<file path="config.mk">
export PLATFORM = sky130hd
export DESIGN_NAME = vbuf_lane_ram
export DESIGN_NICKNAME = d
export VERILOG_FILES = /design/src/vbuf_geom_pkg.sv /design/src/vbuf_lane_ram.sv
export SDC_FILE = /design/constraint.sdc
export NUM_CORES = 1
export LEC_CHECK = 0
export ABC_AREA = 0
export BUFFER_PORTS_ARGS = -buffer_cell sky130_fd_sc_hd__clkbuf_2
export CORE_MARGIN = 2
export CORE_UTILIZATION = 60
export DETAILED_ROUTE_END_ITERATION = 8
export GPL_ROUTABILITY_DRIVEN = 0
export PLACE_DENSITY = 0.77
export SLEW_MARGIN = 20
export SYNTH_ARGS = -nofsm -noshare
export SYNTH_HDL_FRONTEND = slang
export SYNTH_SLANG_ARGS = --single-unit
</file>
<file path="constraint.sdc">
create_clock -name clk -period 2.1 [get_ports clk]
set_input_delay 0 -clock clk [delete_from_list [all_inputs] [get_ports clk]]
set_output_delay 0 -clock clk [all_outputs]
set_load 0.01 [all_outputs]
</file>
<file path="src/vbuf_geom_pkg.sv">
// Vector store buffer geometry
// Lane count, RAM sizing and the vector types for addresses, words and counts

package vbuf_geom_pkg;

  //////////////////////////////////////////////////////////////////////
  // Lane and register geometry
  //////////////////////////////////////////////////////////////////////

  localparam int unsigned LANE_NUM   = 4;   // Vector lanes feeding the buffer
  localparam int unsigned LANE_IDX_W = 2;   // log2(LANE_NUM)
  localparam int unsigned VLENB      = 64;  // Vector register length in bytes

  //////////////////////////////////////////////////////////////////////
  // Storage sizing
  //////////////////////////////////////////////////////////////////////

  // LMUL 8 gives 512 bytes, i.e. 128 bytes or 32 words per lane
  localparam int unsigned BUFF_DEPTH = 32;
  localparam int unsigned WADDR_W    = 5;   // log2(BUFF_DEPTH)

  // Up to 512 elements at SEW 8 and LMUL 8
  localparam int unsigned CNT_W      = 10;

  //////////////////////////////////////////////////////////////////////
  // Vector types
  //////////////////////////////////////////////////////////////////////

  typedef logic [31:0]      addr_t;  // Byte address
  typedef logic [31:0]      word_t;  // RAM and bus word
  typedef logic [CNT_W-1:0] cnt_t;   // Element or beat count
  typedef logic [3:0]       be_t;    // Byte enables of one word

endpackage

</file>
<file path="src/vbuf_lane_ram.sv">
// Lane RAM
// Simple dual-port single-clock storage with byte write and registered read

`timescale 1ns/100ps

module vbuf_lane_ram #(
  parameter int unsigned DEPTH = 32
) (
  input  logic                       clk,
  input  vbuf_geom_pkg::be_t         we_i,
  input  logic [$clog2(DEPTH)-1:0]   waddr_i,
  input  vbuf_geom_pkg::word_t       wdata_i,
  input  logic                       re_i,
  input  logic [$clog2(DEPTH)-1:0]   raddr_i,
  output vbuf_geom_pkg::word_t       rdata_o
);

  vbuf_geom_pkg::word_t mem [DEPTH];

  //////////////////////////////////////////////////////////////////////
  // Write port
  //////////////////////////////////////////////////////////////////////

  always_ff @(posedge clk) begin
    for (int b = 0; b < 4; b++) begin
      if (we_i[b])
        mem[waddr_i][8*b +: 8] <= wdata_i[8*b +: 8];  // One byte column
    end
  end

  //////////////////////////////////////////////////////////////////////
  // Read port
  //////////////////////////////////////////////////////////////////////

  // Read data register, holds its value when not enabled
  always_ff @(posedge clk) begin
    if (re_i)
      rdata_o <= mem[raddr_i];
  end

endmodule

</file>
==> run_results.csv <==
group,metric,value,unit
logic_synthesis,synth_nets,2450,
clock_tree,cts.sinks,1056,
finish,drive_above_1_share,0.149,
sta,hold_viol_final,0,
placed_design,port_buffers,79,
critical_path,start_kind,"register",
logic_synthesis,yosysWarnings,0,
logic_synthesis,ys_seq_area_frac,0.761,
global_routing,grt_max_degree,65,
floorplan,pin_count,80,
finish,area_growth,14.3,%
clock_tree,clk_pin_slew,60,ps
sta,worst-slew-pin-transition,842,ps
clock_tree,cts_resized,0,
global_routing,use_met1,0.384,
routing,routed_wl,98600,µm
power,p_per_area,940,nW/µm²
critical_path,endpoint_kind,"register",
routing,via_count,22600,
floorplan,fp.dieH,267,µm
finish,layout_common_cells,"edfxtp_1 (1056), mux2i_1 (512), and2_1 (128)",
hold_path,hold_path.class,"input port to register",
hold_path,holdCritStartpoint,"wdata_i[16]",
logic_synthesis,synthMuxAreaShare,0.123,
power,finalPower,44.7,mW
power,ir_drop,0.743,mV
critical_path,crit_slowest_cell,"edfxtp_1",
clock_tree,cts_root_buf,"clkbuf_16",
critical_path,reg2regPathDepth,5,
critical_path,path_delay_family,"compound AO/OA/AOI/OAI gates",
routing,drc_errors,0,
clock_tree,cts-htree-levels,3,
global_routing,overflow,0,
clock_tree,post_cts_hold_buffer_count,1,
critical_path,critPathKind,"register to register",
clock_tree,post_cts_buffers,0,
sta,holdWs,53.0,ps
logic_synthesis,syn_area,41700,µm²
sta,setup_tns,0,ps
critical_path,crit_fanout,1,
placed_design,hpwl,61100,µm
global_routing,grt_use_met3,0.0502,
routing,viasPerCell,6.25,
run,max-cap-violations,0,
critical_path,critPathMaxStageDelay,370,ps
critical_path,cp.arrival,2030,ps
critical_path,r2r_start,"mem[7][17]",
logic_synthesis,synth-edff-count,1056,
logic_synthesis,synth_xor_xnor_area_share,0,
routing,drt-pass1-iter-count,6,
logic_synthesis,ys.flop_type,"edfxtp_1",
logic_synthesis,ys_ff_latch,1056,
floorplan,start_util,0.606,
clock_tree,clk_latency,660,ps
sta,finClkSkew,16.0,ps
logic_synthesis,synth_compound_area_frac,0.0471,
global_routing,busiest_layer,"met2",
hold_path,min_path_cells,1,
sta,rsz0062_at_grt,"false",
sta,period_share,0.786,
global_routing,antenna_found_initial,6,
floorplan,fp.dieArea,71500,µm²
power,leakage,17.0,nW
logic_synthesis,syn-instance-count,2402,
global_routing,grt_pass1_wl,145000,µm
sta,slew_headroom,0.439,
floorplan,rows,96,
clock_tree,tritoncts,"yes",
critical_path,crit_chain,"mux2i_1, a22o_1, nor3_1, a31oi_1, nand3_1",
routing,wl_per_cell,27.3,µm
finish,fin_nets,2642,
logic_synthesis,synth_top_family_by_area,"multiplexers",
critical_path,critPathBufInv,0,
sta,fin_crit,1650,ps
routing,drtAntennaViolNets,0,
sta,max_freq,0.606,GHz
clock_tree,clk_path_buf_depth,3,
global_routing,met2_usage,0.447,
global_routing,track_usage,0.278,
logic_synthesis,synth-async-reset-ratio,0,
global_routing,first_global_vias,22600,
critical_path,r2r-end,"rdata_o[17]",
critical_path,cp.required,2480,ps
logic_synthesis,yosys.area_share.simple,0.0492,
floorplan,core_area,68700,µm²
sta,drv_slew,0,
hold_path,holdPathEnd,"mem[27][16]",
finish,final_common_cell,"edfxtp_1",
logic_synthesis,synth_fa_ha_area_frac,0,
sta,setup_viol,0,
critical_path,worst-r2r-setup-slack,450,ps
floorplan,die_x,267,µm
run_status,status,"finished clean",
clock_tree,cts_buffers,102,
routing,drt_iter0_drc,2617,
logic_synthesis,avgSynthCellArea,17.3,µm²
logic_synthesis,ys_types,23,
[worst register-to-register path, cell delays in order (launching register included)]
cell	delay [ps]
edfxtp_1	370
mux2i_1	250
a22o_1	190
nor3_1	80
a31oi_1	340
nand3_1	150
[how the worst max path moves through the flow]
stage	start	end	slack [ps]	depth (start not counted)
final	mem[7][17]	rdata_o[17]	450	5
after global routing	mem[7][17]	rdata_o[17]	390	5
after CTS	mem[7][17]	rdata_o[17]	450	5
after detailed placement	raddr_i[0]	rdata_o[25]	230	8
after global placement	waddr_i[3]	mem[17][27]	260	5
after floorplan	raddr_i[0]	rdata_o[25]	760	8
[per-stage QoR]
step | utilization | instances | worst slack (ps) | cell area, µm²
CTS | 0.692 | 3611 | 448 | 47600
detailed placement | 0.642 | 3420 | 227 | 44100
global placement | 0.642 | 3420 | 259 | 44100
floorplan | - | 2402 | 765 | 41700
finish | 0.693 | 3618 | 449 | 47600
global route | 0.692 | 3611 | 389 | 47600
[cell usage after synthesis, types with 15 or more instances]
cell | number | area (µm²)
edfxtp_1 | 1056 | 31700
a31oi_1 | 32 | 200
buf_6 | 15 | 169
buf_4 | 32 | 240
mux2i_1 | 512 | 5120
a22oi_1 | 96 | 721
nand2_1 | 99 | 372
and2_1 | 129 | 807
a21oi_1 | 96 | 480
buf_2 | 31 | 155
nand3_1 | 97 | 485
a22o_1 | 64 | 561
nor2_1 | 34 | 128
clkbuf_1 | 57 | 214
nor3_1 | 32 | 160
[where the power goes]
part | internal, mW | total [mW] | switching, mW | leakage, nW
logic | 0.794 | 2.37 | 1.58 | 5.76
clock network | 10.9 | 18.7 | 7.79 | 1.69
registers | 23.5 | 23.6 | 0.114 | 9.54
total | 35.3 | 44.7 | 9.48 | 17.0
[area by class of cell]
cell class	count	area, µm²
multi-input cells	1205	9160
well taps	931	1160
clock inverters	76	855
clock buffers	114	2600
fillers	4268	21100
repair buffers	229	2080
diodes	7	17.5
flip-flops and latches	1056	31700
[state kept, by name, summed over array words and instances, names as in the netlist]
name and cells:
mem 1024, rdata_o 32
[layer usage]
metal / vias to the layer above / wire (µm)
li1: 9826 / -
met1: 11400 / 38200
met2: 1213 / 47700
met3: 211 / 9240
met4: 8 / 3450
met5: - / 45
[kinds of logic after synthesis]
group / count (synthesis)
compound gates: 288
buf+inv: 141
flops: 1056
mux: 512
simple gates: 405
No activity file was read; power rests on OpenSTA's default activity.
