## config.mk

```make
export PLATFORM = sky130hd
export DESIGN_NAME = vbuf_config
export DESIGN_NICKNAME = d
export VERILOG_FILES = /design/src/vbuf_geom_pkg.sv /design/src/vbuf_fmt_pkg.sv /design/src/vbuf_config.sv
export SDC_FILE = /design/constraint.sdc
export NUM_CORES = 1
export LEC_CHECK = 0
export BUFFER_PORTS_ARGS = -buffer_cell sky130_fd_sc_hd__buf_2
export CORE_MARGIN = 1
export CORE_UTILIZATION = 42
export CTS_CLUSTER_DIAMETER = 30
export DETAILED_ROUTE_END_ITERATION = 6
export PLACE_DENSITY = 0.85
export SLEW_MARGIN = 20
export SYNTH_ARGS = -nofsm -noshare
export SYNTH_HDL_FRONTEND = slang
export SYNTH_SLANG_ARGS = --single-unit
```

## constraint.sdc

```tcl
create_clock -name clk -period 0.93 [get_ports clk]
set_input_delay 0.0465 -clock clk [delete_from_list [all_inputs] [get_ports clk]]
set_output_delay 0.0465 -clock clk [all_outputs]
set_load 0.02 [all_outputs]
```

## src/vbuf_geom_pkg.sv

```systemverilog
// Vector store buffer geometry
// Lane count, RAM sizing and the vector types for addresses, words and counts

package vbuf_geom_pkg;

  //////////////////////////////////////////////////////////////////////
  // Lane and register geometry
  //////////////////////////////////////////////////////////////////////

  localparam int unsigned LANE_NUM   = 4;   // Vector lanes feeding the buffer
  localparam int unsigned LANE_IDX_W = 2;   // log2(LANE_NUM)
  localparam int unsigned VLENB      = 64;  // Vector register length in bytes

  //////////////////////////////////////////////////////////////////////
  // Storage sizing
  //////////////////////////////////////////////////////////////////////

  // LMUL 8 gives 512 bytes, i.e. 128 bytes or 32 words per lane
  localparam int unsigned BUFF_DEPTH = 32;
  localparam int unsigned WADDR_W    = 5;   // log2(BUFF_DEPTH)

  // Up to 512 elements at SEW 8 and LMUL 8
  localparam int unsigned CNT_W      = 10;

  //////////////////////////////////////////////////////////////////////
  // Vector types
  //////////////////////////////////////////////////////////////////////

  typedef logic [31:0]      addr_t;  // Byte address
  typedef logic [31:0]      word_t;  // RAM and bus word
  typedef logic [CNT_W-1:0] cnt_t;   // Element or beat count
  typedef logic [3:0]       be_t;    // Byte enables of one word

endpackage

```

## src/vbuf_fmt_pkg.sv

```systemverilog
// Vector store buffer element format
// SEW encoding, lane element type and per-SEW size tables

package vbuf_fmt_pkg;

  // Element width, encoded as log2 of the element byte size
  typedef enum logic [1:0] {
    SEW8  = 2'd0,
    SEW16 = 2'd1,
    SEW32 = 2'd2
  } sew_e;

  // Lane element, only the low SEW bits are meaningful
  typedef logic [31:0] elem_t;

  //////////////////////////////////////////////////////////////////////
  // Element-size tables, indexed by sew_e
  //////////////////////////////////////////////////////////////////////

  // Byte mask of one element at byte offset 0
  localparam vbuf_geom_pkg::be_t ELEM_MASK [3] = '{4'b0001, 4'b0011, 4'b1111};

  // log2 of the elements held in one 32-bit word
  localparam logic [1:0] WORD_SHIFT [3] = '{2'd2, 2'd1, 2'd0};

  // Element size in bytes, the unit-stride address step
  localparam logic [2:0] ELEM_BYTES [3] = '{3'd1, 3'd2, 3'd4};

endpackage

```

## src/vbuf_config.sv

```systemverilog
// Transfer configuration registers
// Holds SEW and stride settings and turns LMUL into an element count

`timescale 1ns/100ps

module vbuf_config (
  input  logic                  clk,
  input  logic                  rstn,
  input  logic                  cfg_update_i,
  input  vbuf_fmt_pkg::sew_e    cfg_sew_i,
  input  logic [1:0]            cfg_l2_lmul_i,
  input  logic                  cfg_lmul_grow_i,
  input  logic                  cfg_strided_i,
  input  vbuf_geom_pkg::addr_t  cfg_stride_i,
  output vbuf_fmt_pkg::sew_e    sew_o,
  output logic                  strided_o,
  output vbuf_geom_pkg::addr_t  stride_o,
  output vbuf_geom_pkg::cnt_t   elem_cnt_o
);

  vbuf_geom_pkg::cnt_t byte_cnt;  // Bytes in the register group

  //////////////////////////////////////////////////////////////////////
  // Element count
  //////////////////////////////////////////////////////////////////////

  // Register group size, VLENB scaled up or down by LMUL
  always_comb begin
    if (cfg_lmul_grow_i) begin
      byte_cnt = vbuf_geom_pkg::cnt_t'(vbuf_geom_pkg::VLENB) << cfg_l2_lmul_i;
    end else begin
      byte_cnt = vbuf_geom_pkg::cnt_t'(vbuf_geom_pkg::VLENB) >> cfg_l2_lmul_i;
    end
  end

  //////////////////////////////////////////////////////////////////////
  // Configuration registers
  //////////////////////////////////////////////////////////////////////

  always_ff @(posedge clk) begin
    if (!rstn) begin
      sew_o      <= vbuf_fmt_pkg::SEW8;
      strided_o  <= 1'b0;
      stride_o   <= '0;
      elem_cnt_o <= '0;
    end else if (cfg_update_i) begin
      sew_o      <= cfg_sew_i;
      strided_o  <= cfg_strided_i;
      stride_o   <= cfg_stride_i;
      elem_cnt_o <= byte_cnt >> cfg_sew_i;  // Divide by element byte size
    end
  end

endmodule

```

==> metrics.log <==
INFO  metric result_of_the_run = complete, no violations
INFO  metric floorplan.die_area = 0.004936 sq mm
INFO  metric post_synth.cell_area_avg = 10.35 sq um
INFO  metric vias_after_detailed_routing = 1,644
INFO  metric net-switching-power = 1.054 mW
INFO  metric n_antenna_cell = 0
INFO  metric whs = 0.01857 ns
INFO  metric clkSlewWorstSetupHoldPaths = 0.08 ns
INFO  metric total_routed_length = 3972 um
INFO  metric synth.top_cell.area_share = 46.04%
INFO  metric first_pass_grt_wire_length = 6292 um
INFO  metric post-route-min-period = 0.8603 ns
INFO  metric drtAntennaViolNets = 0
INFO  metric sequential_cell_area = 900.9 sq um
INFO  metric clock_latency = 0.28 ns
INFO  metric comb_power_share = 18.2%
INFO  metric crit_type = reg2out
INFO  metric routed_via_density = 4.907
INFO  metric final_cell_area = 0.002621 sq mm
INFO  metric setup.worst_path.end_class = output port
INFO  metric netlist-cell-type-count = 38
INFO  metric post_dp_cell_area = 0.002520 sq mm
INFO  metric synthMostInstantiatedCell = sky130_fd_sc_hd__dfxtp_1
INFO  metric routabilityCongestion = 0.8667
INFO  metric dp_cells = 327
INFO  metric dp_hpwl = 3045 um
INFO  metric crit_path_top_delay_cell = sky130_fd_sc_hd__dfxtp_1
INFO  metric fraction_of_final_layout_cells_sized_beyond_drive_strength_1 = 39.58%
INFO  metric ys_seq_elements = 45
INFO  metric grt-ovfl-total = 0
INFO  metric drt-wirelength-per-cell = 11.86 um
INFO  metric cp_cell_sequence = buf_2
INFO  metric core = 0.004414 sq mm
INFO  metric total_global_route_track_usage = 15.73%
INFO  metric cts_hold_repair.buffers = 0
INFO  metric initial_antenna_violation_count = 0
INFO  metric internal_power = 3.054 mW
INFO  metric clock.fmax = 1162 MHz
INFO  metric io_buffer_count = 85
INFO  metric number_of_setup_violations_in_the_final_report = 0
INFO  metric die_h = 70.26 um
INFO  metric timing_worst_slew_pin_value = 0.3110 ns
INFO  metric final_core_util = 59.38%
INFO  metric timing_hold_violations_final = 0
INFO  metric start_util = 44.33%
INFO  metric p_seq_share = 50.6%
INFO  metric syn2layout_area_growth = 33.95%
INFO  metric h-tree-depth = 2
INFO  metric synth.cell_area = 0.001957 sq mm
INFO  metric synth_enable_flop_cells = 0
INFO  metric first_global_vias = 1,486
INFO  metric cts_resized = 0
INFO  metric dr.pass1.iters = 4
INFO  metric num-nets-final = 323
INFO  metric synth.cells.most_frequent = 45 x sky130_fd_sc_hd__dfxtp_1, 37 x sky130_fd_sc_hd__nor2b_1, 35 x sky130_fd_sc_hd__mux2i_1
INFO  metric cts-root-buf = sky130_fd_sc_hd__clkbuf_8
INFO  metric finalMaxSlewViolations = 0
INFO  metric pwr-share-clk = 31.2%
INFO  metric cts_inserted_buffers = 5
INFO  metric min-delay-path-class = in2reg
INFO  metric ys.flop_type = sky130_fd_sc_hd__dfxtp_1
INFO  metric netlist_top_cells_area = sky130_fd_sc_hd__dfxtp_1 46%, sky130_fd_sc_hd__mux2i_1 18%, sky130_fd_sc_hd__nor2b_1 12%
INFO  metric fin_worst_skew = 0 ns
INFO  metric placementRows = 24
INFO  metric multiInputGateArea = 944.7 sq um
INFO  metric p_leak = 1.285 nW
INFO  metric timing.max_slew.rel_slack = 79.27%
INFO  metric post-layout-total-power = 4.109 mW
INFO  metric worst_path_largest_cell_delay = 0.36 ns
INFO  metric ys_seq_area_share = 46.04%
INFO  metric final_min_period_over_clock_period = 92.50%
INFO  metric remaining_drc_errors = 0
INFO  metric netlist.top_cell.by_area = sky130_fd_sc_hd__dfxtp_1
INFO  metric critPathMaxFanout = 2
INFO  metric pin_count = 86
INFO  metric async_set_or_reset_register_ratio_after_synthesis = 0%
INFO  metric 1st_iter_drt_viols = 46
INFO  metric power.ir.vdd_worst = 0.9173 mV
INFO  metric num-fill-cells = 383
INFO  metric synth_warnings = 0
INFO  metric clock_sink_count = 45
INFO  metric final_non_filler_cell_total = 335
INFO  metric crit_family = flip-flops
INFO  metric postSynthCellCount = 189
INFO  metric synth.net_count = 230
INFO  metric grt_max_degree = 32
INFO  metric tritoncts = done
INFO  metric post-cts-setup-buffers = 0
INFO  metric crit_arrival = 0.81 ns
INFO  metric floorplan.die.width = 70.26 um
INFO  metric pd_cells = 1567 mW/mm^2
INFO  metric switching_part_of_the_total = 25.66%
INFO  metric critical_path_required = 0.88 ns
INFO  metric rsz0062_at_grt = false
INFO  metric cts_buffer_depth = 2
INFO  metric critical_path_startpoint_category = flip-flop
INFO  metric crit_buf_inv = 1
INFO  metric maximum_capacitance_violations = 0
-- state kept, by name, summed over array words and instances (netlist names) --
| name | flops |
|---|---|
| sew_o | 2 |
| stride_o | 32 |
| elem_cnt_o | 10 |
| strided_o | 1 |
-- metrics by stage --
| stage | TNS (ns) | setup WS [ns] |
|---|---|---|
| final | 0 | 0.06975 |
| after global routing | 0 | 0.02474 |
| after CTS | 0 | 0.04465 |
| after detailed placement | -0.2287 | -0.07556 |
| after global placement | -0.07384 | -0.02864 |
| after floorplan | 0 | 0.01333 |
-- layout make-up --
type,instances,share of cell area [%]
tap,52,2.482
inverter,3,0.4296
timing repair buffer,103,22.82
multi-input combinational,124,36.04
clock inverter,1,0.1909
sequential,45,34.37
clock buffer,7,3.675
-- power groups by stage --
stage	clock network [mW]	logic (mW)	registers [mW]
after CTS	1.33	0.754	2.08
final	1.28	0.746	2.08
after global placement	0	0.735	2.12
after global routing	1.41	0.806	2.09
after detailed placement	0	0.753	2.12
after floorplan	0	0.327	2.26
-- layout by cell type (no fill, tap or decap), types with 3 or more instances in the layout --
cell and instances:
sky130_fd_sc_hd__inv_1 3, sky130_fd_sc_hd__dfxtp_1 45, sky130_fd_sc_hd__nand3_1 3, sky130_fd_sc_hd__nand2b_1 4
sky130_fd_sc_hd__a31oi_1 4, sky130_fd_sc_hd__nand4_1 3, sky130_fd_sc_hd__buf_4 15, sky130_fd_sc_hd__clkbuf_8 7
sky130_fd_sc_hd__buf_12 3, sky130_fd_sc_hd__buf_2 85, sky130_fd_sc_hd__mux2i_1 35, sky130_fd_sc_hd__nor2b_1 37
sky130_fd_sc_hd__o21ai_0 5
-- cell families after synthesis --
family / count (synthesis) / share of synthesized area, %
DFF: 45 / 46.04
xor gates and xnor gates: 2 / 0.8953
AOI/OAI and AO/OA: 24 / 8.567
buffers and inverters: 20 / 5.690
muxes: 35 / 17.90
and+or+nand+nor: 63 / 20.91
-- path summary, 6_finish.rpt --
path                                  startpoint            end  slack, ns  depth (start not counted)
worst max-delay path               elem_cnt_o[3]  elem_cnt_o[3]       0.07                          1
worst min-delay path            cfg_stride_i[10]   stride_o[10]       0.02                          3
worst max register to register     elem_cnt_o[8]  elem_cnt_o[8]       0.21                          3
worst min register to register     elem_cnt_o[0]  elem_cnt_o[0]       0.47                          2
-- metal layers --
layer,global-route usage (%),vias to the layer above,share of wire [%]
met5,0,-,0
met4,4.000,0,0.33
met3,4.618,2,5.5
met2,28.78,56,49
met1,17.60,748,45
li1,-,838,-
Power figures use the tool's default switching activity.
