--- config.mk ---
export PLATFORM = sky130hd
export DESIGN_NAME = vbuf_drain
export DESIGN_NICKNAME = d
export VERILOG_FILES = /design/src/vbuf_geom_pkg.sv /design/src/vbuf_fmt_pkg.sv /design/src/vbuf_drain.sv
export SDC_FILE = /design/constraint.sdc
export NUM_CORES = 1
export LEC_CHECK = 0
export BUFFER_PORTS_ARGS = -buffer_cell sky130_fd_sc_hd__buf_2
export CAP_MARGIN = 0
export CORE_ASPECT_RATIO = 0.5
export CORE_MARGIN = 2
export CORE_UTILIZATION = 46
export CTS_BUF_LIST = sky130_fd_sc_hd__clkbuf_8
export DETAILED_ROUTE_END_ITERATION = 10
export PLACE_DENSITY = 0.79
export SYNTH_ARGS = -nofsm -noshare
export SYNTH_HDL_FRONTEND = slang
export SYNTH_SLANG_ARGS = --single-unit
--- constraint.sdc ---
create_clock -name clk -period 2.79 [get_ports clk]
set_input_delay 0.558 -clock clk [delete_from_list [all_inputs] [get_ports clk]]
set_output_delay 0.558 -clock clk [all_outputs]
set_load 0.005 [all_outputs]
--- src/vbuf_geom_pkg.sv ---
// Vector store buffer geometry
// Lane count, RAM sizing and the vector types for addresses, words and counts

package vbuf_geom_pkg;

  //////////////////////////////////////////////////////////////////////
  // Lane and register geometry
  //////////////////////////////////////////////////////////////////////

  localparam int unsigned LANE_NUM   = 4;   // Vector lanes feeding the buffer
  localparam int unsigned LANE_IDX_W = 2;   // log2(LANE_NUM)
  localparam int unsigned VLENB      = 64;  // Vector register length in bytes

  //////////////////////////////////////////////////////////////////////
  // Storage sizing
  //////////////////////////////////////////////////////////////////////

  // LMUL 8 gives 512 bytes, i.e. 128 bytes or 32 words per lane
  localparam int unsigned BUFF_DEPTH = 32;
  localparam int unsigned WADDR_W    = 5;   // log2(BUFF_DEPTH)

  // Up to 512 elements at SEW 8 and LMUL 8
  localparam int unsigned CNT_W      = 10;

  //////////////////////////////////////////////////////////////////////
  // Vector types
  //////////////////////////////////////////////////////////////////////

  typedef logic [31:0]      addr_t;  // Byte address
  typedef logic [31:0]      word_t;  // RAM and bus word
  typedef logic [CNT_W-1:0] cnt_t;   // Element or beat count
  typedef logic [3:0]       be_t;    // Byte enables of one word

endpackage

--- src/vbuf_fmt_pkg.sv ---
// Vector store buffer element format
// SEW encoding, lane element type and per-SEW size tables

package vbuf_fmt_pkg;

  // Element width, encoded as log2 of the element byte size
  typedef enum logic [1:0] {
    SEW8  = 2'd0,
    SEW16 = 2'd1,
    SEW32 = 2'd2
  } sew_e;

  // Lane element, only the low SEW bits are meaningful
  typedef logic [31:0] elem_t;

  //////////////////////////////////////////////////////////////////////
  // Element-size tables, indexed by sew_e
  //////////////////////////////////////////////////////////////////////

  // Byte mask of one element at byte offset 0
  localparam vbuf_geom_pkg::be_t ELEM_MASK [3] = '{4'b0001, 4'b0011, 4'b1111};

  // log2 of the elements held in one 32-bit word
  localparam logic [1:0] WORD_SHIFT [3] = '{2'd2, 2'd1, 2'd0};

  // Element size in bytes, the unit-stride address step
  localparam logic [2:0] ELEM_BYTES [3] = '{3'd1, 3'd2, 3'd4};

endpackage

--- src/vbuf_drain.sv ---
// Read side of the store buffer
// Drains elements in index order and forms the aligned bus address, data and strobe

`timescale 1ns/100ps

module vbuf_drain (
  input  logic                                clk,
  input  logic                                rstn,
  input  logic                                cfg_update_i,
  input  logic                                ren_i,
  input  vbuf_fmt_pkg::sew_e                  sew_i,
  input  vbuf_geom_pkg::cnt_t                 elem_cnt_i,
  input  vbuf_geom_pkg::addr_t                addr_i,
  input  vbuf_geom_pkg::word_t                ram_rdata_i [vbuf_geom_pkg::LANE_NUM],
  output logic                                ram_re_o,
  output logic [vbuf_geom_pkg::WADDR_W-1:0]   ram_raddr_o,
  output logic                                step_o,
  output logic                                read_done_o,
  output logic                                out_valid_o,
  output vbuf_geom_pkg::addr_t                out_addr_o,
  output vbuf_geom_pkg::word_t                out_data_o,
  output vbuf_geom_pkg::be_t                  out_strb_o
);

  vbuf_geom_pkg::cnt_t                    rd_idx;        // Next element index
  vbuf_geom_pkg::cnt_t                    rd_beat;       // Write beat holding that element
  vbuf_geom_pkg::cnt_t                    rd_word;
  logic                                   rd_take;
  logic [3:0]                             rd_slot_full;
  logic                                   s1_valid;      // RAM read stage
  logic [vbuf_geom_pkg::LANE_IDX_W-1:0]   s1_lane;
  logic [1:0]                             s1_slot;
  vbuf_geom_pkg::addr_t                   s1_addr;
  vbuf_geom_pkg::word_t                   s1_elem;
  vbuf_geom_pkg::word_t                   bit_mask;

  //////////////////////////////////////////////////////////////////////
  // Element counter and RAM read
  //////////////////////////////////////////////////////////////////////

  assign rd_take      = ren_i && !read_done_o;
  assign rd_beat      = rd_idx >> vbuf_geom_pkg::LANE_IDX_W;
  assign rd_word      = rd_beat >> vbuf_fmt_pkg::WORD_SHIFT[sew_i];
  assign rd_slot_full = {2'b00, rd_beat[1:0]} << sew_i;  // Byte offset inside the RAM word
  assign ram_re_o     = rd_take;
  assign ram_raddr_o  = rd_word[vbuf_geom_pkg::WADDR_W-1:0];
  assign step_o       = rd_take;   // Address moves on with each element

  always_ff @(posedge clk) begin
    if (!rstn || cfg_update_i) begin
      rd_idx      <= '0;
      read_done_o <= 1'b0;
    end else if (rd_take) begin
      rd_idx <= rd_idx + 1'b1;
      if (rd_idx == elem_cnt_i - 1'b1)
        read_done_o <= 1'b1;
    end
  end

  // Lane, slot and address follow the read by one cycle
  always_ff @(posedge clk) begin
    if (!rstn || cfg_update_i) s1_valid <= 1'b0;
    else                       s1_valid <= rd_take;
  end

  always_ff @(posedge clk) begin
    if (rd_take) begin
      s1_lane <= rd_idx[vbuf_geom_pkg::LANE_IDX_W-1:0];  // Element i sits in lane i mod LANE_NUM
      s1_slot <= rd_slot_full[1:0];
      s1_addr <= addr_i;
    end
  end

  //////////////////////////////////////////////////////////////////////
  // Element extract and output register
  //////////////////////////////////////////////////////////////////////

  always_comb begin
    for (int b = 0; b < 4; b++)
      bit_mask[8*b +: 8] = {8{vbuf_fmt_pkg::ELEM_MASK[sew_i][b]}};
    // Move the slot down to bit 0 and clear the other slots
    s1_elem = (ram_rdata_i[s1_lane] >> {s1_slot, 3'b000}) & bit_mask;
  end

  always_ff @(posedge clk) begin
    if (!rstn || cfg_update_i) out_valid_o <= 1'b0;
    else                       out_valid_o <= s1_valid;
  end

  always_ff @(posedge clk) begin
    if (s1_valid) begin
      out_addr_o <= {s1_addr[31:2], 2'b00};                    // Word aligned
      out_data_o <= s1_elem << {s1_addr[1:0], 3'b000};          // To the address byte lane
      out_strb_o <= vbuf_fmt_pkg::ELEM_MASK[sew_i] << s1_addr[1:0];
    end
  end

endmodule

==> summary.txt <==
Timing
  • Final min period: 2.43 ns
  • Hold Vio Cnt, Final: 0
  • Hold slack final: ~0.30 ns
  • Relative slew slack: roughly 23%
  • Final Skew: 0.0108 ns
  • Part of the cycle the worst path needs: 87.1%
  • Worst slew pin tran: 1.14 ns
  • Setup violators final: 0
  • Setup tns final: 0 ns
  • Final setup margin: 0.360 ns
  • RSZ-0062 raised after global routing: no
  • Slew Viols, Final: 0
  • Fmax: 0.412 GHz

Power and ir drop
  • P per Cell Area: 496 mW/mm^2
  • P_int: 3.05 mW
  • Tot Pwr: 4.23 mW
  • VDD IR max: ~0.00026 V
  • Sw Ratio: 27.9%
  • Logic pwr share: 17.0%
  • NetSw: 1.18 mW
  • Clock share of power: a little over a third
  • Sequential power share: 47.6%
  • Leak: 3.42 nW

Placement
  • Gpl congestion: 0.929
  • Setup slack at placement: approximately 0.19 ns
  • Input/output buffers: 250
  • Final HPWL DP: 14.7 mm
  • Placed Area: 0.00815 mm^2

Worst setup path
  • Critical Path RT: approximately 3 ns
  • CP cell instances: nor2_1 -> nand2_1 -> a2111oi_0 -> nor3_1 -> a21oi_1
  • CP arrival: 2.70 ns
  • Critical Path Start Type: flip-flop
  • Kind of end point of the critical path: flip-flop
  • Worst Path Max Fanout: 13
  • CP max-delay cell: a2111oi_0
  • Delay of the slowest critical-path stage: 0.66 ns
  • WS Path Type: flip-flop to flip-flop

Global route
  • Met2 Usage GRT: 37.2%
  • Top Usage Layer GRT: met2
  • First-pass GRT wire length: 27.8 mm
  • GRT met1 Usage: 32.5%
  • GRT Total Usage: about a quarter
  • Largest net degree at the start of global routing: 33
  • Initial antenna violation count: 0
  • M3 GR Usage: 6.46%
  • Global route overflow: 0
  • Vias in the first global route: 5064

Clock tree
  • Cts repair resizes: 0
  • Clock Latency Late Sink: 0.42 ns
  • # clock sinks: about 120
  • CTS tree: built
  • CTS H-tree depth: 4
  • Hold_buf cts: 0
  • Root Buffer: clkbuf_8
  • Worst-path clk slew: roughly 0.08 ns
  • TritonCTS Buffers: 17
  • Max Root-Sink Buffers: 2
  • Buffer count from post-CTS setup fixing: 0

Flow run
  • Max-Cap Viols: 0

Synth
  • Post-Synth Simple-Gate Area: about a tenth
  • Count leader, synth: edfxtp_1
  • Cell taking the most area after synthesis: edfxtp_1
  • Top post-synthesis cells by count: 102 x edfxtp_1, 42 x mux2i_1, 38 x nor2_1
  • Mux contribution to synthesized area: a little over a fifth
  • Post-Synthesis Cells: 517
  • Seq cells post-synth: between 100 and 150
  • Asr flop ratio synth: 0%
  • Synth Area in Adders: 1.12%
  • Xor/xnor cell area share of the yosys netlist: 2.48%
  • Post-synth EDFFs: slightly above 100
  • Main synth FF type: edfxtp_1
  • Synth warn: 0
  • Synth area leaders: edfxtp_1 46%, mux4_2 11%, mux2i_1 6.3%
  • Synth Area in Compound Gates: 10.5%
  • Synth unique cells: between 60 and 70
  • Mean Syn Cell Area: 13.0 um^2
  • Largest family of logic cells by synthesized area: multiplexers
  • Register area share after synthesis: 49.5%
  • Top cell type's share of synthesized area: between 40 and 50%
  • Netlist Area Pre-Place: roughly 0.0067 mm^2

Routing
  • DRT Pass-1 Iters: 7
  • DR iter-0 viols: 488
  • WL final: 18.7 mm
  • Vias: 5465
  • Via density: ~5.6
  • Remaining DRCs: 0
  • ANT nets after route: 0
  • WL/cell: 19.2 um

Outcome
  • Status: complete, no violations

Floorplanning
  • Starting Density: 46.8%
  • Die ar.: ~0.016 mm^2
  • Row cnt: 31
  • DIE WIDTH: ~170 um
  • Die height: 89.4 um
  • Core area: 0.0144 mm^2
  • I/O pin count: between 200 and 300

Final layout
  • Area grow syn2layout: 27.0%
  • Layout cells sized above 1: 47.2%
  • Final Instance Area: 0.00853 mm^2
  • Antenna fix cells: 0
  • Nets@finish: 947

Worst hold path
  • Worst min-delay path category: input pin to flip-flop
==> path summary, 6_finish.rpt <==
path / startpoint / to / slack (ns) / cells after the start
max reg2reg: s1_addr[0] / out_data_o[30] / 0.36 / 5
min reg2reg: s1_addr[25] / out_addr_o[25] / 0.42 / 0
max: s1_addr[0] / out_data_o[30] / 0.36 / 5
min: addr_i[3] / s1_addr[3] / 0.30 / 1
==> registers in the layout, indices dropped and copies added (netlist names) <==
signal       cells
out_data_o      32
s1_addr         32
out_addr_o      30
rd_idx          10
out_strb_o       4
s1_lane          2
s1_slot          2
out_valid_o      1
read_done_o      1
s1_valid         1
==> stage by stage <==
stage | utilization, % | cells
6_report | 59.4 | 976
5_1_grt | 59.4 | 976
4_1_cts | 59.4 | 976
3_5_place_dp | 56.8 | 944
3_3_place_gp | 56.8 | 944
2_1_floorplan | - | 518
==> power by group through the flow <==
stage / combinational (mW) / clock, mW / sequential (mW)
3_3_place_gp: 0.696 / 0 / 2.05
5_1_grt: 0.774 / 1.60 / 2.02
6_report: 0.719 / 1.50 / 2.01
2_1_floorplan: 0.410 / 0 / 2.05
4_1_cts: 0.711 / 1.51 / 2.02
3_5_place_dp: 0.708 / 0 / 2.05
==> cell families after synthesis <==
kind of cell / count (synthesis)
multiplexers: 97
XOR/XNOR: 19
AO/OA/AOI/OAI: 94
buffers and inverters: 46
flip-flops: 115
adder cells (fa/ha/maj): 6
AND/OR/NAND/NOR: 139
other: 1
==> routing by layer <==
metal	vias to the layer above	part of all wire, %
met5	-	0
met4	0	1.8
met3	44	7.7
met2	245	47
met1	2653	43
li1	2523	-
==> cell type report <==
| type | instances | area (um^2) |
|---|---|---|
| multi-input combinational | 357 | 3150 |
| tap | 198 | 248 |
| clock buffer | 17 | 234 |
| timing repair buffer | 266 | 1400 |
| fill | 1213 | 5820 |
| sequential | 115 | 3320 |
| inverter | 8 | 30.0 |
| clock inverter | 15 | 145 |
==> placed cells by master, fill, tap and decap left out, drive strengths merged, types with 17 or more instances in the layout <==
cell,n
clkbuf,17
nor2b,21
mux4,34
nor2,38
edfxtp,102
buf,266
nand2,29
mux2i,47
a211oi,24
==> critical path, delay by kind of cell (launching register included) <==
family	cells	cell delay, ns
AO/OA/AOI/OAI	2	0.86
AND/OR/NAND/NOR	3	0.81
flip-flops	1	0.60
(Power assumes the default switching activity.)
