$ cat config.mk
export PLATFORM = sky130hd
export DESIGN_NAME = vbuf_addr_gen
export DESIGN_NICKNAME = d
export VERILOG_FILES = /design/src/vbuf_geom_pkg.sv /design/src/vbuf_fmt_pkg.sv /design/src/vbuf_addr_gen.sv
export SDC_FILE = /design/constraint.sdc
export NUM_CORES = 1
export LEC_CHECK = 0
export BUFFER_PORTS_ARGS = -buffer_cell sky130_fd_sc_hd__buf_2
export CORE_MARGIN = 4
export CORE_UTILIZATION = 40
export DETAILED_ROUTE_END_ITERATION = 16
export PLACE_DENSITY_LB_ADDON = 0.15
export SLEW_MARGIN = 20
export SYNTH_ARGS = -nofsm -noshare
export SYNTH_HDL_FRONTEND = slang
export SYNTH_SLANG_ARGS = --single-unit
export TNS_END_PERCENT = 100
$ cat constraint.sdc
create_clock -name clk -period 3.6 [get_ports clk]
set_clock_uncertainty 0.15 [all_clocks]
set_input_delay 0.18 -clock clk [delete_from_list [all_inputs] [get_ports clk]]
set_output_delay 0.18 -clock clk [all_outputs]
set_load 0.005 [all_outputs]
$ cat src/vbuf_geom_pkg.sv
// Vector store buffer geometry
// Lane count, RAM sizing and the vector types for addresses, words and counts

package vbuf_geom_pkg;

  //////////////////////////////////////////////////////////////////////
  // Lane and register geometry
  //////////////////////////////////////////////////////////////////////

  localparam int unsigned LANE_NUM   = 4;   // Vector lanes feeding the buffer
  localparam int unsigned LANE_IDX_W = 2;   // log2(LANE_NUM)
  localparam int unsigned VLENB      = 64;  // Vector register length in bytes

  //////////////////////////////////////////////////////////////////////
  // Storage sizing
  //////////////////////////////////////////////////////////////////////

  // LMUL 8 gives 512 bytes, i.e. 128 bytes or 32 words per lane
  localparam int unsigned BUFF_DEPTH = 32;
  localparam int unsigned WADDR_W    = 5;   // log2(BUFF_DEPTH)

  // Up to 512 elements at SEW 8 and LMUL 8
  localparam int unsigned CNT_W      = 10;

  //////////////////////////////////////////////////////////////////////
  // Vector types
  //////////////////////////////////////////////////////////////////////

  typedef logic [31:0]      addr_t;  // Byte address
  typedef logic [31:0]      word_t;  // RAM and bus word
  typedef logic [CNT_W-1:0] cnt_t;   // Element or beat count
  typedef logic [3:0]       be_t;    // Byte enables of one word

endpackage

$ cat src/vbuf_fmt_pkg.sv
// Vector store buffer element format
// SEW encoding, lane element type and per-SEW size tables

package vbuf_fmt_pkg;

  // Element width, encoded as log2 of the element byte size
  typedef enum logic [1:0] {
    SEW8  = 2'd0,
    SEW16 = 2'd1,
    SEW32 = 2'd2
  } sew_e;

  // Lane element, only the low SEW bits are meaningful
  typedef logic [31:0] elem_t;

  //////////////////////////////////////////////////////////////////////
  // Element-size tables, indexed by sew_e
  //////////////////////////////////////////////////////////////////////

  // Byte mask of one element at byte offset 0
  localparam vbuf_geom_pkg::be_t ELEM_MASK [3] = '{4'b0001, 4'b0011, 4'b1111};

  // log2 of the elements held in one 32-bit word
  localparam logic [1:0] WORD_SHIFT [3] = '{2'd2, 2'd1, 2'd0};

  // Element size in bytes, the unit-stride address step
  localparam logic [2:0] ELEM_BYTES [3] = '{3'd1, 3'd2, 3'd4};

endpackage

$ cat src/vbuf_addr_gen.sv
// Element address generator
// Keeps the running byte address for unit-stride and strided transfers

`timescale 1ns/100ps

module vbuf_addr_gen (
  input  logic                  clk,
  input  logic                  rstn,
  input  logic                  cfg_update_i,
  input  vbuf_geom_pkg::addr_t  base_i,
  input  logic                  step_i,
  input  logic                  strided_i,
  input  vbuf_geom_pkg::addr_t  stride_i,
  input  vbuf_fmt_pkg::sew_e    sew_i,
  output vbuf_geom_pkg::addr_t  addr_o
);

  vbuf_geom_pkg::addr_t addr_step;  // Distance to the next element
  vbuf_geom_pkg::addr_t addr_q;

  //////////////////////////////////////////////////////////////////////
  // Step size
  //////////////////////////////////////////////////////////////////////

  // Unit stride moves by one element, strided by the programmed stride
  always_comb begin
    if (strided_i) begin
      addr_step = stride_i;
    end else begin
      addr_step = vbuf_geom_pkg::addr_t'(vbuf_fmt_pkg::ELEM_BYTES[sew_i]);
    end
  end

  //////////////////////////////////////////////////////////////////////
  // Running address
  //////////////////////////////////////////////////////////////////////

  always_ff @(posedge clk) begin
    if (!rstn) begin
      addr_q <= '0;
    end else if (cfg_update_i) begin
      addr_q <= base_i;              // New transfer starts at the base
    end else if (step_i) begin
      addr_q <= addr_q + addr_step;
    end
  end

  assign addr_o = addr_q;  // Address of the element read next

endmodule

==> results of run 1 <==
==> repair_timing <==
action | CTS | global route
hold buffers | 7 | 0
endpoints found under the setup margin | 0 | 0
endpoints found under the hold margin | 7 | 0
==> final cells by class <==
cell class | count | share of cell area
clock buffers | 6 | 0.02038
clock inverters | 2 | 0.002470
inverters | 7 | 0.006483
multi-input cells | 387 | 0.6304
flip-flops and latches | 32 | 0.1581
well taps | 102 | 0.03149
repair buffers | 113 | 0.1507
==> per-layer routing <==
metal	vias up	track usage	routed length, um
met2	112	0.3559	5004
met4	0	0.07248	245
met5	-	0	0
met3	22	0.04034	590
li1	1833	-	-
met1	1676	0.2777	4694
==> worst paths after layout <==
path	startpoint	endpoint	slack [ns]
hold / removal	base_i[9]	addr_o[9]	-0.0009
setup reg to reg	addr_o[0]	addr_o[30]	0.73
setup / recovery	strided_i	addr_o[30]	0.67
hold reg to reg	addr_o[12]	addr_o[12]	0.40
==> placed cells by master, fill, tap and decap left out, drive strengths merged, types with 3 or more instances in the layout <==
cell         count
a211oi          10
a21o            14
a21oi           68
a31oi            3
and2            31
and3            15
buf            106
clkbuf           6
dfxtp           32
dlygate4sd3      7
ha              31
inv              7
mux2i            5
nand2           44
nand3            5
nand4            5
nor2            32
nor2b            5
nor3             7
o211ai           4
o21a             4
o21ai           33
o22ai            8
o31ai            4
or3              3
xnor2           18
xor2             9
==> cell families (layout without fill, tap and decap cells) <==
| logic type | after synthesis | in the layout |
|---|---|---|
| xor+xnor | 27 | 27 |
| buf+inv | 29 | 128 |
| compound gates | 169 | 169 |
| mux | 5 | 5 |
| simple gates | 154 | 154 |
| fa+ha+maj | 32 | 32 |
| flops | 32 | 32 |
==> critical path, delay by kind of cell <==
family | cells | cell delay (ns)
buffers and inverters | 2 | 0.31
muxes | 1 | 0.13
adders and majority gates | 1 | 0.41
AOI/OAI and AO/OA | 4 | 1.19
and+or+nand+nor | 5 | 0.74
==> power by group through the flow <==
| stage | clock network [W] | logic, W | registers (W) |
|---|---|---|---|
| 3_3_place_gp | 0 | 0.000459 | 0.000419 |
| 5_1_grt | 0.000335 | 0.000528 | 0.000418 |
| 2_1_floorplan | 0 | 0.000316 | 0.000418 |
| 4_1_cts | 0.000318 | 0.000471 | 0.000413 |
| 3_5_place_dp | 0 | 0.000462 | 0.000420 |
| 6_report | 0.000306 | 0.000470 | 0.000412 |
==> metrics by stage <==
stage | power (W) | hold slack, ns
6_report | 0.001188 | -0.0009433
5_1_grt | 0.001281 | 0.008118
4_1_cts | 0.001201 | 0.0002294
3_5_place_dp | 0.0008826 | 0.2577
3_3_place_gp | 0.0008781 | 0.2546
2_1_floorplan | 0.0007346 | 0.1678
==> flow_summary.yaml, run 1 <==
sta:
  fmax_mhz: 341.7
  rsz0062_at_grt: "false"
  hold_viol: 1
  relSlewSlack: 0.3438
  holdWs_ns: -0.0009433
  period_needed_ns: 2.927
  finalCritPeriodShare: 0.8130
  drv_slew: 0
  layout_setup_ws_ns: 0.6731
  setup_viol: 0
  tns_ns: 0
  worst_slew_pin_slew_ns: 0.9832
die:
  die_h_um: 98.91
  die-area_um2: 9782
  rows: 32
  boundaryPins: 103
  die_w_um: 98.91
  coreArea_um2: 7888
  start_util: 0.4191
setup_path:
  critPathKind: "input port to flip-flop"
  max_stage_delay_ns: 0.42
  cp-end-kind: "flip-flop"
  slowest_stage: "a2111o_1"
  cp_cell_sequence: "buf_2 > nand2b_1 > o21ai_0 > inv_1 > fa_1 > nor2b_1 > o211ai_1 > a2111o_1 > nand4_1 > nand2_1 > mux2i_1 > a2111oi_0 > nor3_1"
  r2r_cells: 11
  critical_path_peak_fanout: 21
  arrival_ns: 2.95
  crit_required_ns: 3.62
  cp-start-kind: "input port"
power_and_ir_drop:
  power.share.clock: 0.257
  power.switching_w: 0.0004400
  powerDensity_nw_per_um2: 293.2
  power.leakage_nw: 1.991
  vdd_drop_max_v: 0.0001710
  p_comb_frac: 0.396
  cellInternalPower_w: 0.0007481
  sequentialPowerShare: 0.347
  swShare: 0.3704
route:
  routed_wl_mm: 10.53
  first_iter_violations: 118
  routedWlPerCell_um: 16.23
  dr.pass1.iters: 5
  drc: 0
  vias: 3643
  vias_per_cell: 5.613
  drtAntennaViolNets: 0
synthesis:
  synth-compound-area-share: 0.3293
  synth_top_area_cell: "dfxtp_1"
  synth.avg_cell_area_um2: 7.379
  synth-adder-area-share: 0.1234
  synth_flop_cell: "dfxtp_1"
  synth-seq-cells: 32
  synthSimpleGateAreaFrac: 0.2335
  synth_top_area_share: 0.1938
  ys_types: 55
  synth_top_family_by_area: "compound AO/OA/AOI/OAI gates"
  synthMuxAreaShare: 0.01514
  yosysMostFrequentCell: "a21oi_1"
  synth_area_leaders: "dfxtp_1, ha_1, a21oi_1"
  synth_common_cells: "a21oi_1, nand2_1, dfxtp_1, nor2_1"
  syn_inst: 448
  synth_edf_count: 0
  syn_nets: 551
  ys_warn_count: 0
  synthArstFlopShare: 0
  yosysSeqAreaShare: 0.1938
  synthXorXnorAreaFrac: 0.07154
  syn-cell-area_um2: 3306
finish:
  multi_input_area_um2: 2555
  fillers: 834
  fin_cells: 649
  seqCellArea_um2: 640.6
  final_util: 0.5138
  syn_to_final_growth_pct: 22.60
  postLayoutCellArea_um2: 4053
  finalNetCount: 649
  num_antenna_cells: 0
  largest_register_ffs: 32
  drive_above_1_share: 0.2249
clock_network:
  root_buffer: "clkbuf_8"
  cts_tree: "done"
  post_cts_buffers: 0
  clk_path_buf_depth: 2
  cts-resized-gates: 0
  clock_sinks: 32
  clk_latency_ns: 0.30
  cts.clk_slew.worst_paths_ns: 0.08
  htreeDepth: 2
  cts_buffers: 5
status:
  failed_checks: "hold timing"
  status: "finished, violations left"
global_routing:
  grt_remaining_overflow: 0
  grt_pass1_vias: 3608
  grt_max_degree: 35
  gr-usage-all-layers: 0.2143
  grt_pass1_wl_mm: 17.41
  antenna_found_initial: 0
placed_design:
  place_ws_ns: 0.3234
  place_area_um2: 3890
  routabilityCongestion: 0.8576
  dp.cells: 634
  port-buffer-count: 102
  dp_hpwl_mm: 8.109
min_path:
  min_path_type: "input port to flip-flop"
  hold_path_depth: 3
job:
  drv_cap: 0
Power figures use the tool's default switching activity.
==> inputs of run 2 (changes only) <==
clock period = 2.95 ns   (was 3.6 ns; I/O delays follow)
==> flow_summary.yaml, run 2 (synthesis results as in run 1) <==
status:
  status: "completed"
global_routing:
  antenna_found_initial: 0
  grt_max_degree: 34
  grt_remaining_overflow: 0
  grt_pass1_wl_mm: 17.87
  gr-usage-all-layers: 0.2177
  grt_pass1_vias: 3802
setup_path:
  r2r_cells: 11
  critical_path_peak_fanout: 3
  critPathKind: "flip-flop to flip-flop"
  rrSetupSlack_ns: 0.20
  cp-startpoint: "addr_o[0]"
  crit_required_ns: 2.97
  arrival_ns: 2.77
  r2r_start: "addr_o[0]"
  cp-start-kind: "flip-flop"
  cp-end-kind: "flip-flop"
  crit_path_end: "addr_o[30]"
  r2r_end: "addr_o[30]"
route:
  drc: 0
  vias_per_cell: 5.446
  routedWlPerCell_um: 15.69
  dr.pass1.iters: 5
  drtAntennaViolNets: 0
  first_iter_violations: 149
  routed_wl_mm: 10.73
  vias: 3725
sta:
  setup_viol: 0
  rsz0062_at_grt: "false"
  hold_viol: 0
  finalCritPeriodShare: 0.9335
  worst_slew_pin_slew_ns: 0.5349
  fmax_mhz: 363.1
  layout_setup_ws_ns: 0.1963
  relSlewSlack: 0.6430
  tns_ns: 0
  drv_slew: 0
  period_needed_ns: 2.754
finish:
  syn_to_final_growth_pct: 31.68
  num_antenna_cells: 0
  final_cell_mix: "buf_2, a21oi_1, nand2_1, nor2_1"
  multi_input_area_um2: 2561
  drive_above_1_share: 0.2543
  fillers: 792
  largest_register_ffs: 32
  seqCellArea_um2: 641.9
  finalNetCount: 684
  final_common_cell: "buf_2"
clock_network:
  htreeDepth: 2
  root_buffer: "clkbuf_8"
  cts_tree: "done"
  cts.clk_slew.worst_paths_ns: 0.07
  cts_buffers: 5
  clock_sinks: 32
  clk_path_buf_depth: 2
  clk_latency_ns: 0.28
placed_design:
  routabilityCongestion: 0.9519
  place_ws_ns: -0.09470
  port-buffer-count: 102
  dp_hpwl_mm: 8.363
die:
  coreArea_um2: 7888
  start_util: 0.4191
  die-area_um2: 9782
  die_h_um: 98.91
  rows: 32
  die_w_um: 98.91
  boundaryPins: 103
min_path:
  min_path_type: "input port to flip-flop"
power_and_ir_drop:
  vdd_drop_max_v: 0.0001807
  powerDensity_nw_per_um2: 345.3
  p_total_w: 0.001503
  power.leakage_nw: 2.156
job:
  drv_cap: 0
-- run 2: worst min-delay path by stage --
stage | cells after the start | from | endpoint | slack, ns
5_1_grt | 3 | base_i[26] | addr_o[26] | 0.02
3_3_place_gp | 2 | base_i[2] | addr_o[2] | 0.22
2_1_floorplan | 1 | base_i[2] | addr_o[2] | 0.14
3_5_place_dp | 2 | base_i[2] | addr_o[2] | 0.23
6_report | 3 | base_i[26] | addr_o[26] | 0.01
4_1_cts | 3 | base_i[19] | addr_o[19] | 0.01
-- run 2: worst max-delay path: stages (launching register included) --
cell	delay [ns]
dfxtp_2	0.34
ha_1	0.17
inv_1	0.05
fa_1	0.38
nor2b_1	0.16
o211ai_1	0.16
a2111o_1	0.41
nand4_1	0.13
nand2_1	0.11
mux2i_1	0.14
a2111oi_2	0.33
nor3_1	0.09
-- run 2: final cells by class --
cell class / instances / area share
Tap cell: 102 / 0.02932
Inverter: 7 / 0.006036
Clock buffer: 6 / 0.01897
Sequential cell: 32 / 0.1475
Clock inverter: 2 / 0.002300
Multi-Input combinational cell: 387 / 0.5884
Timing Repair Buffer: 148 / 0.2075
-- run 2: per-stage QoR --
stage                     instance area [um2]  hold slack (ns)  utilization  cells
after detailed placement                 4055           0.2253       0.5141    656
after CTS                                4338          0.01020       0.5500    683
after floorplan                          3306           0.1353            -    448
final                                    4353          0.01039       0.5519    684
after global routing                     4353          0.01816       0.5519    684
after global placement                   4055           0.2216       0.5141    656
-- run 2: metal layers --
layer  track usage  share of wire
met1        0.2872           0.46
met2        0.3704           0.47
met3       0.03680          0.056
met4       0.04937          0.015
met5             0              0
-- run 2: power breakdown --
part           switching, W  total (W)  internal (W)
clock network      0.000178   0.000365      0.000186
registers         0.0000319   0.000503      0.000471
logic              0.000335   0.000636      0.000300
-- run 2: what timing repair did --
item	CTS	global route
gates resized for setup	0	3
hold endpoints to repair	19	0
setup endpoints to repair	0	1
hold buffers	19	0
setup buffers	0	1
==> inputs of run 3 (changes only) <==
PLACE_DENSITY_LB_ADDON = unset   (was 0.15)
clock period = 3.5 ns   (was 2.95 ns; I/O delays follow)
==> flow_summary.yaml, run 3 (synthesis results as in run 1) <==
status:
  status: "completed"
clock_network:
  clk_latency_ns: 0.29
  cts-resized-gates: 0
  root_buffer: "clkbuf_8"
  htreeDepth: 2
  cts_tree: "done"
  clk_path_buf_depth: 2
  cts_buffers: 5
  clock_sinks: 32
  cts.clk_slew.worst_paths_ns: 0.08
  post_cts_buffers: 0
route:
  first_iter_violations: 157
  vias: 3627
  routedWlPerCell_um: 16.64
  drc: 0
  vias_per_cell: 5.546
  dr.pass1.iters: 4
  drtAntennaViolNets: 0
  routed_wl_mm: 10.88
setup_path:
  worst-path-buf-inv: 2
  critical_path_peak_fanout: 19
  slowest_stage: "a2111o_1"
  arrival_ns: 3.00
  path_depth: 13
  max_stage_delay_ns: 0.43
  r2r_start: "addr_o[0]"
  rrSetupSlack_ns: 0.56
  cp-end-kind: "flip-flop"
  cp-startpoint: "strided_i"
  cp-start-kind: "input port"
  crit_path_end: "addr_o[30]"
  crit_required_ns: 3.52
  r2r_cells: 11
  critPathKind: "input port to flip-flop"
  r2r_end: "addr_o[30]"
  critPathTopFamily: "compound AO/OA/AOI/OAI gates"
  cp_cell_sequence: "buf_2 > buf_4 > nor2_1 > a22o_1 > ha_1 > nor2b_1 > o211ai_1 > a2111o_1 > nand4_1 > nand2_1 > mux2i_1 > a2111oi_0 > nor3_1"
global_routing:
  grt_pass1_vias: 3668
  grt_pass1_wl_mm: 17.93
  antenna_found_initial: 0
  gr-usage-all-layers: 0.2204
  grt_max_degree: 34
  grt_remaining_overflow: 0
finish:
  syn_to_final_growth_pct: 24.03
  final_cell_mix: "buf_2, a21oi_1, nand2_1, nor2_1, dfxtp_1"
  drive_above_1_share: 0.2246
  largest_register_ffs: 32
  final_common_cell: "buf_2"
  num_antenna_cells: 0
  seqCellArea_um2: 640.6
  fillers: 827
  postLayoutCellArea_um2: 4100
  multi_input_area_um2: 2555
  finalNetCount: 654
job:
  drv_cap: 0
die:
  coreArea_um2: 7888
  die_h_um: 98.91
  boundaryPins: 103
  rows: 32
  start_util: 0.4191
  die-area_um2: 9782
  die_w_um: 98.91
sta:
  rsz0062_at_grt: "false"
  fmax_mhz: 334.9
  period_needed_ns: 2.986
  worst_slew_pin_slew_ns: 0.5924
  drv_slew: 0
  finalCritPeriodShare: 0.8533
  setup_viol: 0
  tns_ns: 0
  hold_viol: 0
  relSlewSlack: 0.6046
placed_design:
  routabilityCongestion: 0.9662
  dp_hpwl_mm: 8.390
  place_area_um2: 3897
  port-buffer-count: 102
power_and_ir_drop:
  power.leakage_nw: 2.012
  powerDensity_nw_per_um2: 300.8
  vdd_drop_max_v: 0.0002000
min_path:
  min_path_type: "input port to flip-flop"
==> run 3: cell count changes in the layout (fill, tap and decap cells not counted), sizes merged <==
cell         before  now
buf             129  107
dlygate4sd3      19   11
==> run 3: final cells by class <==
class,instances,share of cell area
multi-input combinational,387,0.6231
inverter,7,0.006408
timing repair buffer,118,0.1605
sequential,32,0.1562
tap,102,0.03113
clock inverter,2,0.002441
clock buffer,6,0.02014
==> run 3: worst reg2reg max path, cell delays in order, from the launching register on <==
cell       delay, ns
dfxtp_1         0.36
ha_1            0.18
inv_1           0.05
fa_1            0.39
nor2b_1         0.22
o211ai_1        0.16
a2111o_1        0.43
nand4_1         0.15
nand2_1         0.11
mux2i_1         0.13
a2111oi_0       0.38
nor3_1          0.11
==> run 3: worst min path at each step <==
stage | from | slack, ns | cells past startpoint | end
after detailed placement | base_i[2] | 0.26 | 2 | addr_o[2]
after CTS | base_i[11] | 0.001 | 3 | addr_o[11]
after global routing | base_i[3] | 0.02 | 3 | addr_o[3]
after floorplan | base_i[2] | 0.16 | 1 | addr_o[2]
final | base_i[11] | 0.006 | 3 | addr_o[11]
after global placement | base_i[2] | 0.25 | 2 | addr_o[2]
==> run 3: per-stage QoR <==
stage | total power (W) | hold slack [ns] | cells | utilization | setup WS [ns]
3_5_place_dp | 0.0009134 | 0.2578 | 635 | 0.4941 | 0.1664
5_1_grt | 0.001317 | 0.02136 | 654 | 0.5198 | 0.2688
3_3_place_gp | 0.0009120 | 0.2526 | 635 | 0.4941 | 0.3116
2_1_floorplan | 0.0007556 | 0.1628 | 448 | - | 0.5987
4_1_cts | 0.001245 | 0.001073 | 654 | 0.5198 | 0.4873
6_report | 0.001234 | 0.005790 | 654 | 0.5198 | 0.5136
==> run 3: where the power goes <==
part           total [W]  switching [W]  internal, W
clock           0.000316       0.000159     0.000157
sequential      0.000424      0.0000278     0.000396
combinational   0.000493       0.000273     0.000220
total            0.00123       0.000460     0.000773
==> run 3: what timing repair did <==
| action | CTS | global route |
|---|---|---|
| hold endpoints to repair | 11 | 0 |
| setup endpoints to repair | 0 | 0 |
| hold buffers | 11 | 0 |
==> run 3: metal layers <==
layer  wire [um]  track usage  share of wire
met5           0            0              0
met4         136      0.04727          0.012
met3         731      0.03751          0.067
met2        5033       0.3642           0.46
met1        4981       0.3006           0.46
